--- config.mk ---
export PLATFORM = sky130hd
export DESIGN_NAME = spm_top
export DESIGN_NICKNAME = d
export VERILOG_FILES = /design/src/design/spm_pkg.sv /design/src/design/spm_top.sv /design/src/design/rsp_router.sv /design/src/design/spm_bank.sv /design/src/design/spm_ctrl.sv /design/src/design/req_capture.sv /design/src/design/rr_arbiter.sv /design/src/design/lzc.sv
export SDC_FILE = /design/constraint.sdc
export NUM_CORES = 2
export LEC_CHECK = 0
export BUFFER_PORTS_ARGS = -buffer_cell sky130_fd_sc_hd__buf_2
export CELL_PAD_IN_SITES_DETAIL_PLACEMENT = 0
export CELL_PAD_IN_SITES_GLOBAL_PLACEMENT = 1
export CORE_MARGIN = 2
export CORE_UTILIZATION = 40
export DETAILED_ROUTE_END_ITERATION = 6
export PLACE_DENSITY_LB_ADDON = 0.1
export RECOVER_POWER = 100
export REMOVE_ABC_BUFFERS = 1
export SLEW_MARGIN = 40
export SYNTH_ARGS = -nofsm -noshare
export SYNTH_HDL_FRONTEND = slang
export SYNTH_SLANG_ARGS = --single-unit
--- constraint.sdc ---
create_clock -name clk_i -period 3.3 [get_ports clk_i]
set_input_delay 0.33 -clock clk_i [delete_from_list [all_inputs] [get_ports clk_i]]
set_output_delay 0.33 -clock clk_i [all_outputs]
set_load 0.03 [all_outputs]
--- src/design/spm_pkg.sv ---
package spm_pkg;

    // number of requester ports sharing the scratchpad
    localparam int unsigned NUM_PORTS = 4;

    // width of a port index, also the width of the arbiter winner index
    localparam int unsigned PORT_W = $clog2(NUM_PORTS);

    // word address width, the bank holds 2**ADDR_W words
    localparam int unsigned ADDR_W = 6;

    // data word width and the matching byte enable width
    localparam int unsigned DATA_W = 32;
    localparam int unsigned BE_W = DATA_W / 8;

    // one request as presented by a port and held until its grant
    typedef struct packed {
        // set for a write, clear for a read
        logic              we;
        logic [ADDR_W-1:0] addr;
        // byte lane enables, only looked at for writes
        logic [BE_W-1:0]   be;
        logic [DATA_W-1:0] wdata;
    } spm_req_t;

    // response word shared by all ports
    typedef struct packed {
        // read data, don't care for a write
        logic [DATA_W-1:0] rdata;
        // tells the port whether this closes a write or a read
        logic              was_write;
    } spm_rsp_t;

    // controller steps through one access at a time
    typedef enum logic [1:0] {
        IDLE,
        ACCESS,
        RESPOND
    } ctrl_state_e;

endpackage
--- src/design/spm_top.sv ---
module spm_top (
    input  logic                                      clk_i,
    input  logic                                      rst_ni,
    input  logic                                      flush_i,
    input  logic [spm_pkg::NUM_PORTS-1:0]             req_i,
    input  spm_pkg::spm_req_t [spm_pkg::NUM_PORTS-1:0] req_data_i,
    output logic [spm_pkg::NUM_PORTS-1:0]             gnt_o,
    output logic [spm_pkg::NUM_PORTS-1:0]             rsp_vld_o,
    output spm_pkg::spm_rsp_t                         rsp_o
);

    import spm_pkg::*;

    logic              arb_en;
    logic              arb_vld;
    logic [PORT_W-1:0] arb_idx;
    logic              cap_en;
    logic              bank_en;
    logic              rsp_en;
    spm_req_t          cap_req;
    logic [PORT_W-1:0] cap_port;
    logic [DATA_W-1:0] bank_rdata;

    // the arbiter acks go straight out as grant pulses
    rr_arbiter #(
        .NUM_REQ ( NUM_PORTS )
    ) i_arbiter (
        .clk_i   ( clk_i   ),
        .rst_ni  ( rst_ni  ),
        .flush_i ( flush_i ),
        .en_i    ( arb_en  ),
        .req_i   ( req_i   ),
        .ack_o   ( gnt_o   ),
        .vld_o   ( arb_vld ),
        .idx_o   ( arb_idx )
    );

    spm_ctrl i_ctrl (
        .clk_i     ( clk_i   ),
        .rst_ni    ( rst_ni  ),
        .flush_i   ( flush_i ),
        .any_req_i ( arb_vld ),
        .arb_en_o  ( arb_en  ),
        .cap_en_o  ( cap_en  ),
        .bank_en_o ( bank_en ),
        .rsp_en_o  ( rsp_en  )
    );

    req_capture i_capture (
        .clk_i      ( clk_i      ),
        .rst_ni     ( rst_ni     ),
        .cap_en_i   ( cap_en     ),
        .sel_i      ( arb_idx    ),
        .req_data_i ( req_data_i ),
        .req_o      ( cap_req    ),
        .port_o     ( cap_port   )
    );

    spm_bank i_bank (
        .clk_i   ( clk_i      ),
        .rst_ni  ( rst_ni     ),
        .en_i    ( bank_en    ),
        .req_i   ( cap_req    ),
        .rdata_o ( bank_rdata )
    );

    // response goes back to whichever port was captured
    rsp_router i_router (
        .clk_i     ( clk_i      ),
        .rst_ni    ( rst_ni     ),
        .flush_i   ( flush_i    ),
        .en_i      ( rsp_en     ),
        .port_i    ( cap_port   ),
        .we_i      ( cap_req.we ),
        .rdata_i   ( bank_rdata ),
        .rsp_vld_o ( rsp_vld_o  ),
        .rsp_o     ( rsp_o      )
    );

endmodule

--- src/design/rsp_router.sv ---
module rsp_router (
    input  logic                          clk_i,
    input  logic                          rst_ni,
    input  logic                          flush_i,
    input  logic                          en_i,
    input  logic [spm_pkg::PORT_W-1:0]    port_i,
    input  logic                          we_i,
    input  logic [spm_pkg::DATA_W-1:0]    rdata_i,
    output logic [spm_pkg::NUM_PORTS-1:0] rsp_vld_o,
    output spm_pkg::spm_rsp_t             rsp_o
);

    import spm_pkg::*;

    // port select decoded a cycle ahead of the response
    logic [NUM_PORTS-1:0] port_oh_q;
    logic                 was_write_q;

    // the captured port and write flag hold still from the access cycle on,
    // so registering them here keeps the decoder off the response path
    always_ff @(posedge clk_i or negedge rst_ni) begin : p_decode
        if (!rst_ni) begin
            port_oh_q   <= '0;
            was_write_q <= 1'b0;
        end else begin
            port_oh_q   <= NUM_PORTS'(1) << port_i;
            was_write_q <= we_i;
        end
    end

    // only the winning port sees the pulse, and a flush swallows it
    assign rsp_vld_o = (en_i && !flush_i) ? port_oh_q : '0;

    // the bank already holds the read word in its output register
    assign rsp_o.rdata     = rdata_i;
    assign rsp_o.was_write = was_write_q;

    // a response never goes to more than one port
    rsp_onehot0: assert property (@(posedge clk_i) disable iff (!rst_ni)
        $onehot0(rsp_vld_o))
        else $error("response pulse on more than one port");

    // each access answers once, a response is a single cycle pulse
    rsp_is_pulse: assert property (@(posedge clk_i) disable iff (!rst_ni)
        (|rsp_vld_o) |=> !(|rsp_vld_o))
        else $error("response held for more than one cycle");

endmodule

--- src/design/spm_bank.sv ---
module spm_bank (
    input  logic                       clk_i,
    input  logic                       rst_ni,
    input  logic                       en_i,
    input  spm_pkg::spm_req_t          req_i,
    output logic [spm_pkg::DATA_W-1:0] rdata_o
);

    import spm_pkg::*;

    // 64 words of storage, contents are undefined until written
    logic [DATA_W-1:0] mem_q [2**ADDR_W];

    // only the enabled byte lanes of the addressed word change
    always_ff @(posedge clk_i) begin : p_write
        if (en_i && req_i.we) begin
            for (int unsigned b = 0; b < BE_W; b++) begin
                if (req_i.be[b]) begin
                    mem_q[req_i.addr][8*b +: 8] <= req_i.wdata[8*b +: 8];
                end
            end
        end
    end

    // read port is registered, data shows up the cycle after the access
    // and is held until the next read
    always_ff @(posedge clk_i or negedge rst_ni) begin : p_read
        if (!rst_ni) begin
            rdata_o <= '0;
        end else if (en_i && !req_i.we) begin
            rdata_o <= mem_q[req_i.addr];
        end
    end

endmodule

--- src/design/spm_ctrl.sv ---
module spm_ctrl (
    input  logic clk_i,
    input  logic rst_ni,
    input  logic flush_i,
    // arbiter valid, high when a grant goes out this cycle
    input  logic any_req_i,
    output logic arb_en_o,
    output logic cap_en_o,
    output logic bank_en_o,
    output logic rsp_en_o
);

    import spm_pkg::*;

    ctrl_state_e state_d;
    ctrl_state_e state_q;

    // one access takes exactly three cycles from grant to response
    always_comb begin : p_next
        state_d = state_q;
        case (state_q)
            IDLE: begin
                if (any_req_i) begin
                    state_d = ACCESS;
                end
            end
            ACCESS: begin
                state_d = RESPOND;
            end
            RESPOND: begin
                state_d = IDLE;
            end
            default: begin
                state_d = IDLE;
            end
        endcase
        // a flush abandons whatever is in flight
        if (flush_i) begin
            state_d = IDLE;
        end
    end

    always_ff @(posedge clk_i or negedge rst_ni) begin : p_state
        if (!rst_ni) begin
            state_q <= IDLE;
        end else begin
            state_q <= state_d;
        end
    end

    // the arbiter is held off during a flush so no grant is lost
    assign arb_en_o  = (state_q == IDLE) && !flush_i;
    // the winner is captured in the same cycle its grant goes out
    assign cap_en_o  = (state_q == IDLE) && any_req_i;
    assign bank_en_o = (state_q == ACCESS);
    assign rsp_en_o  = (state_q == RESPOND);

    // capture must never overwrite a request that is still in flight
    cap_only_in_idle: assert property (@(posedge clk_i) disable iff (!rst_ni)
        cap_en_o |-> (state_q == IDLE))
        else $error("capture raised outside IDLE");

    // every captured request reaches the bank in the next cycle
    cap_then_bank: assert property (@(posedge clk_i) disable iff (!rst_ni)
        cap_en_o |=> bank_en_o)
        else $error("captured request did not reach the bank");

    // the bank is single ported, back to back accesses would mean overlap
    bank_not_back_to_back: assert property (@(posedge clk_i) disable iff (!rst_ni)
        bank_en_o |=> !bank_en_o)
        else $error("bank enabled in two consecutive cycles");

endmodule

--- src/design/req_capture.sv ---
module req_capture (
    input  logic                                      clk_i,
    input  logic                                      rst_ni,
    input  logic                                      cap_en_i,
    input  logic [spm_pkg::PORT_W-1:0]                sel_i,
    input  spm_pkg::spm_req_t [spm_pkg::NUM_PORTS-1:0] req_data_i,
    output spm_pkg::spm_req_t                         req_o,
    output logic [spm_pkg::PORT_W-1:0]                port_o
);

    // the winner index steers the response later, so it comes out of reset clean
    always_ff @(posedge clk_i or negedge rst_ni) begin : p_port
        if (!rst_ni) begin
            port_o <= '0;
        end else if (cap_en_i) begin
            port_o <= sel_i;
        end
    end

    // the requester may change its payload right after the grant,
    // so the bank works only from this copy
    always_ff @(posedge clk_i) begin : p_payload
        if (cap_en_i) begin
            req_o <= req_data_i[sel_i];
        end
    end

endmodule

--- src/design/rr_arbiter.sv ---
module rr_arbiter #(
    parameter int unsigned NUM_REQ = spm_pkg::NUM_PORTS
) (
    input  logic                       clk_i,
    input  logic                       rst_ni,
    // clears the last-served pointer back to 0
    input  logic                       flush_i,
    input  logic                       en_i,
    input  logic [NUM_REQ-1:0]         req_i,
    output logic [NUM_REQ-1:0]         ack_o,
    output logic                       vld_o,
    output logic [$clog2(NUM_REQ)-1:0] idx_o
);

    // index of the port that won the last granted arbitration
    logic [$clog2(NUM_REQ)-1:0] ptr_q;

    // requests strictly above the pointer get served first
    logic [NUM_REQ-1:0]         upper_req;
    // requests at or below the pointer are the wrap-around candidates
    logic [NUM_REQ-1:0]         lower_req;
    logic [$clog2(NUM_REQ)-1:0] upper_idx;
    logic [$clog2(NUM_REQ)-1:0] lower_idx;
    logic                       upper_empty;
    logic                       lower_empty;

    // split the request vector around the last-served index
    for (genvar k = 0; k < NUM_REQ; k++) begin : g_mask
        assign upper_req[k] = req_i[k] & (k > ptr_q);
        assign lower_req[k] = req_i[k] & (k <= ptr_q);
    end

    // lookahead means jumping straight to the next pending port
    lzc #(
        .WIDTH ( NUM_REQ )
    ) i_upper_ff1 (
        .in_i    ( upper_req   ),
        .cnt_o   ( upper_idx   ),
        .empty_o ( upper_empty )
    );

    lzc #(
        .WIDTH ( NUM_REQ )
    ) i_lower_ff1 (
        .in_i    ( lower_req   ),
        .cnt_o   ( lower_idx   ),
        .empty_o ( lower_empty )
    );

    // the two halves together cover every request, so both empty means none
    assign vld_o = en_i & ~(upper_empty & lower_empty);

    // wrap to the lower half only when nothing above the pointer is waiting
    assign idx_o = upper_empty ? lower_idx : upper_idx;

    for (genvar k = 0; k < NUM_REQ; k++) begin : g_ack
        assign ack_o[k] = vld_o & (idx_o == k);
    end

    // a port just served drops behind all others that are waiting,
    // which is what keeps any request from starving
    always_ff @(posedge clk_i or negedge rst_ni) begin : p_ptr
        if (!rst_ni) begin
            ptr_q <= '0;
        end else if (flush_i) begin
            ptr_q <= '0;
        end else if (vld_o) begin
            ptr_q <= idx_o;
        end
    end

    // the granted port is exactly the one that idx_o names
    ack_matches_idx: assert property (@(posedge clk_i) disable iff (!rst_ni)
        vld_o |-> ($onehot(ack_o) && ack_o[idx_o]))
        else $error("ack_o is not the one-hot decode of idx_o");

    // with the controller busy no port may see a grant
    no_ack_without_en: assert property (@(posedge clk_i) disable iff (!rst_ni)
        !en_i |-> (ack_o == '0))
        else $error("ack_o raised while the arbiter is disabled");

    // the controller counts on vld_o for exactly the cycles a grant goes out
    vld_iff_ack: assert property (@(posedge clk_i) disable iff (!rst_ni)
        vld_o == (|ack_o))
        else $error("vld_o and ack_o disagree");

endmodule

--- src/design/lzc.sv ---
module lzc #(
    parameter int unsigned WIDTH = 4
) (
    input  logic [WIDTH-1:0]         in_i,
    output logic [$clog2(WIDTH)-1:0] cnt_o,
    output logic                     empty_o
);

    // the tree is padded up to a power of two leaves
    localparam int unsigned LEVELS = $clog2(WIDTH);
    localparam int unsigned NODES = 2 ** (LEVELS + 1) - 1;

    // nodes are stored heap style, node n has children 2n+1 and 2n+2
    logic [NODES-1:0]  node_vld;
    logic [LEVELS-1:0] node_idx [NODES];

    // leaves sit at the deepest level, padding leaves never see a set bit
    for (genvar p = 0; p < 2 ** LEVELS; p++) begin : g_leaf
        localparam int unsigned N = 2 ** LEVELS - 1 + p;
        if (p < WIDTH) begin : g_in
            assign node_vld[N] = in_i[p];
        end else begin : g_pad
            assign node_vld[N] = 1'b0;
        end
        assign node_idx[N] = LEVELS'(p);
    end

    // each inner node prefers its left child, which covers the lower indices
    for (genvar l = 0; l < LEVELS; l++) begin : g_level
        for (genvar p = 0; p < 2 ** l; p++) begin : g_node
            localparam int unsigned N = 2 ** l - 1 + p;
            assign node_vld[N] = node_vld[2*N+1] | node_vld[2*N+2];
            assign node_idx[N] = node_vld[2*N+1] ? node_idx[2*N+1] : node_idx[2*N+2];
        end
    end

    // root index is meaningless while the input is all zero
    assign cnt_o   = node_idx[0];
    assign empty_o = ~node_vld[0];

endmodule

==> impl_summary.log <==
[metrics] met3 layer usage reported by global route: 4.064%
[metrics] flops & latches, synth: 2134
[metrics] Pwr per Cell Area: 670.7 nW/um^2
[metrics] slowest library cell on the worst path: sky130_fd_sc_hd__clkbuf_1
[metrics] result of the run: complete, but fails checks
[metrics] shortest period the worst path allows: 3.311 ns
[metrics] area taken by multi-input logic gates: 17880 um^2
[metrics] cell type with the highest aggregate area in the netlist: sky130_fd_sc_hd__edfxtp_1
[metrics] nature of the critical path endpoint: flop
[metrics] share of the synthesized area in the top cell type: 75.42%
[metrics] number of enable flip-flop cells after synthesis: 2091
[metrics] layer with the highest usage: met2
[metrics] Core Area: 207100 um^2
[metrics] Register Area: 63870 um^2
[metrics] crit path buf inv count: 3
[metrics] ranking of synthesized cells by instance count: 2091 x sky130_fd_sc_hd__edfxtp_1, 386 x sky130_fd_sc_hd__mux2i_1, 380 x sky130_fd_sc_hd__nor2_1
[metrics] clock tree buffer depth: 3
[metrics] DRC violation count after routing: 0
[metrics] unrepaired setup endpoints after global routing: no
[metrics] highest fanout seen on the critical path: 10
[metrics] number of I/O port buffers: 219
[metrics] failing checks: max-capacitance violations, max-slew violations, negative setup slack
[metrics] post-synthesis sequential area ratio: 76.71%
[metrics] most prevalent standard cell on the critical path: sky130_fd_sc_hd__clkbuf_1
[metrics] Syn-to-layout area delta: 18.14%
[metrics] count of distinct cell types in the synthesized netlist: 63
[metrics] Final Power: 0.06596 W
[metrics] Crit path largest cell delay: 0.61 ns
[metrics] syn_area_per_cell: 17.41 um^2
[metrics] pin count of the biggest net entering global routing: 77
[metrics] share of flip-flops with an asynchronous set or reset: 2.015%
[metrics] Routability Congestion: 0.8335
[metrics] cell chain of the critical path: nor2b_1 -> clkbuf_1 -> and3_1 -> clkbuf_1 -> nand2_1 -> nor2_1 -> buf_2
[metrics] first-pass GRT wire length: 387200 um
[metrics] leakage power: 32.42 nW
[metrics] clock buffer count from CTS: 222
[metrics] Slew Viols, Final: 979
[metrics] Initial Utilization: 40.21%
[metrics] Crit path required time: 3.86 ns
[metrics] net total in the final layout: 5766
[metrics] top-count cell post-synth: sky130_fd_sc_hd__edfxtp_1
[metrics] Initial DRT Pass Iterations: 6
[metrics] post-layout utilization of the core: 47.50%
[metrics] kind of critical path: reg -> reg
[metrics] Die Area: 211800 um^2
[metrics] smallest setup slack after layout: -0.01128 ns
[metrics] most area-consuming cells after synthesis: sky130_fd_sc_hd__edfxtp_1 75%, sky130_fd_sc_hd__mux2i_1 4.6%, sky130_fd_sc_hd__mux4_2 3.5%, sky130_fd_sc_hd__a221oi_1 2.6%, sky130_fd_sc_hd__nor2_1 1.7%
[metrics] highest attainable clock frequency: 302.0 MHz
[metrics] area of the mapped netlist: 83250 um^2
[metrics] max_cap viols: 20
[metrics] final HPWL from detailed placement: 177700 um
[metrics] count of yosys warnings during synthesis: 0
[metrics] Max rail drop VDD: 0.7515 mV
[metrics] type of origin of the critical path: flop
[metrics] root buffer selected by CTS: sky130_fd_sc_hd__clkbuf_16
[metrics] dominant synthesized flop cell: sky130_fd_sc_hd__edfxtp_1
[metrics] Die X: 460.2 um
[metrics] Cell Rows: 167
[metrics] total congestion overflow: 0
[metrics] Final Hold Vio Count: 0
[metrics] Max Clock Skew: 0.03701 ns
[metrics] number of antenna violations at the first check in global routing: 24
[metrics] portion of the clock cycle consumed by the worst path in the final layout: 100.3%
[metrics] met1 Use GR: 37.64%
[metrics] die boundary height: 460.2 um
[metrics] met2 Usage GRT: 41.39%
[metrics] overall global routing resource usage: 26.12%
[metrics] worst-skew pair later-pin latency: 0.89 ns
[metrics] Cells after Synth: 4783
[metrics] vias in the first global route: 48730
[metrics] CTS tree: built
[metrics] initial drt markers: 5796
[metrics] fraction of layout instances using a drive strength above 1: 19.25%
[metrics] routed vias: 49650
[metrics] final count of negative-setup-slack endpoints: 11
[metrics] Top-Level Pins: 220
[metrics] max_slew headroom: -73.97%
[metrics] vias per cell: 5.795
[metrics] remaining antenna violation count after routing: 0
[metrics] wirelength, routed: 278700 um
[metrics] routed length per placed instance: 32.53 um
[metrics] total number of H-tree levels: 4
[metrics] Tightest Hold Check Type: in -> reg
[metrics] arrival time at the worst endpoint: 3.87 ns
[metrics] worst hold margin: 0.05811 ns
[metrics] Worst Tran Pin Value: 2.610 ns
[metrics] sink count of the clock tree: 2134
[metrics] count of fill cells added during filler insertion: 17950
[metrics] Worst-path clk slew: 0.06 ns
[metrics] family of cells with the greatest summed delay on the critical path: buffers and inverters
layout make-up:
type | count | area share (%)
Multi-Input combinational cell | 2309 | 18.18
Tap cell | 2788 | 3.547
Sequential cell | 2134 | 64.94
Antenna cell | 2 | 0.005089
Inverter | 7 | 0.03435
Timing Repair Buffer | 913 | 6.213
Clock inverter | 141 | 1.220
Clock buffer | 274 | 5.869
routing by layer:
| layer | vias up | wire length (um) |
|---|---|---|
| li1 | 21130 | - |
| met1 | 26130 | 121700 |
| met2 | 2046 | 130300 |
| met3 | 343 | 19550 |
| met4 | 2 | 7217 |
| met5 | - | 13 |
final timing paths:
path | slack [ns] | end | depth (start not counted) | start
min reg2reg | 0.48 | i_router.port_oh_q[1] | 1 | i_capture.port_o[1]
max reg2reg | -0.01 | i_bank.mem_q[21][19] | 7 | i_ctrl.state_q[1]
min | 0.06 | i_capture.req_o[39] | 3 | req_data_i[168]
max | -0.01 | i_bank.mem_q[21][19] | 7 | i_ctrl.state_q[1]
max in group asynchronous | 0.25 | i_bank.rdata_o[3] | 4 | rst_ni
min in group asynchronous | 1.49 | i_bank.rdata_o[30] | 3 | rst_ni
cell families after synthesis:
kind of cell	share of synthesized area, %
DFF	76.71
AOI/OAI and AO/OA	8.293
and+or+nand+nor	3.876
muxes	9.100
buffers and inverters	2.018
report_power, final:
group / total [W] / switching (W) / internal (W)
Combinational: 0.0102 / 0.00702 / 0.00315
Clock: 0.0242 / 0.0107 / 0.0135
Sequential: 0.0315 / 0.000511 / 0.0310
worst min-delay path, stage by stage:
cell and delay (ns):
sky130_fd_sc_hd__buf_2 0.09, sky130_fd_sc_hd__nand2_1 0.05, sky130_fd_sc_hd__a31oi_1 0.25
flip-flops by register name, indices dropped and copies added, names as in the netlist:
| name | cells |
|---|---|
| i_ctrl.state_q | 2 |
| i_bank.mem_q | 2048 |
| i_capture.port_o | 2 |
| i_arbiter.ptr_q | 2 |
| i_capture.req_o | 43 |
| i_router.was_write_q | 1 |
| i_bank.rdata_o | 32 |
| i_router.port_oh_q | 4 |
placed cells by master (no fill, tap or decap), types with 105 or more instances in the layout:
cell,n
sky130_fd_sc_hd__a221oi_1,245
sky130_fd_sc_hd__a22oi_1,168
sky130_fd_sc_hd__buf_2,182
sky130_fd_sc_hd__buf_4,166
sky130_fd_sc_hd__clkbuf_1,277
sky130_fd_sc_hd__clkbuf_16,223
sky130_fd_sc_hd__clkbuf_2,166
sky130_fd_sc_hd__dlygate4sd3_1,105
sky130_fd_sc_hd__edfxtp_1,2091
sky130_fd_sc_hd__mux2i_1,383
sky130_fd_sc_hd__mux4_2,130
sky130_fd_sc_hd__nand2_1,219
sky130_fd_sc_hd__nor2_1,373
sky130_fd_sc_hd__o22ai_1,147
stage by stage:
stage	setup TNS, ns	instances	setup WS, ns	instance area [um^2]
after detailed placement	0	8043	0.1473	91510
after CTS	0	8564	0.1139	99560
after global placement	-0.008226	8038	-0.008226	91380
final	-0.07683	8568	-0.01128	98350
after floorplan	-	4450	-21.14	81600
after global routing	0	8567	0.01447	98350
timing repair:
| item | 4_1_cts | 5_1_grt |
|---|---|---|
| setup buffers | 0 | 0 |
| endpoints found under the setup margin | 2 | 0 |
| gates resized for setup | 1 | 0 |
| hold buffers | 106 | 0 |
| hold endpoints to repair | 97 | 0 |
Power figures use the tool's default switching activity.
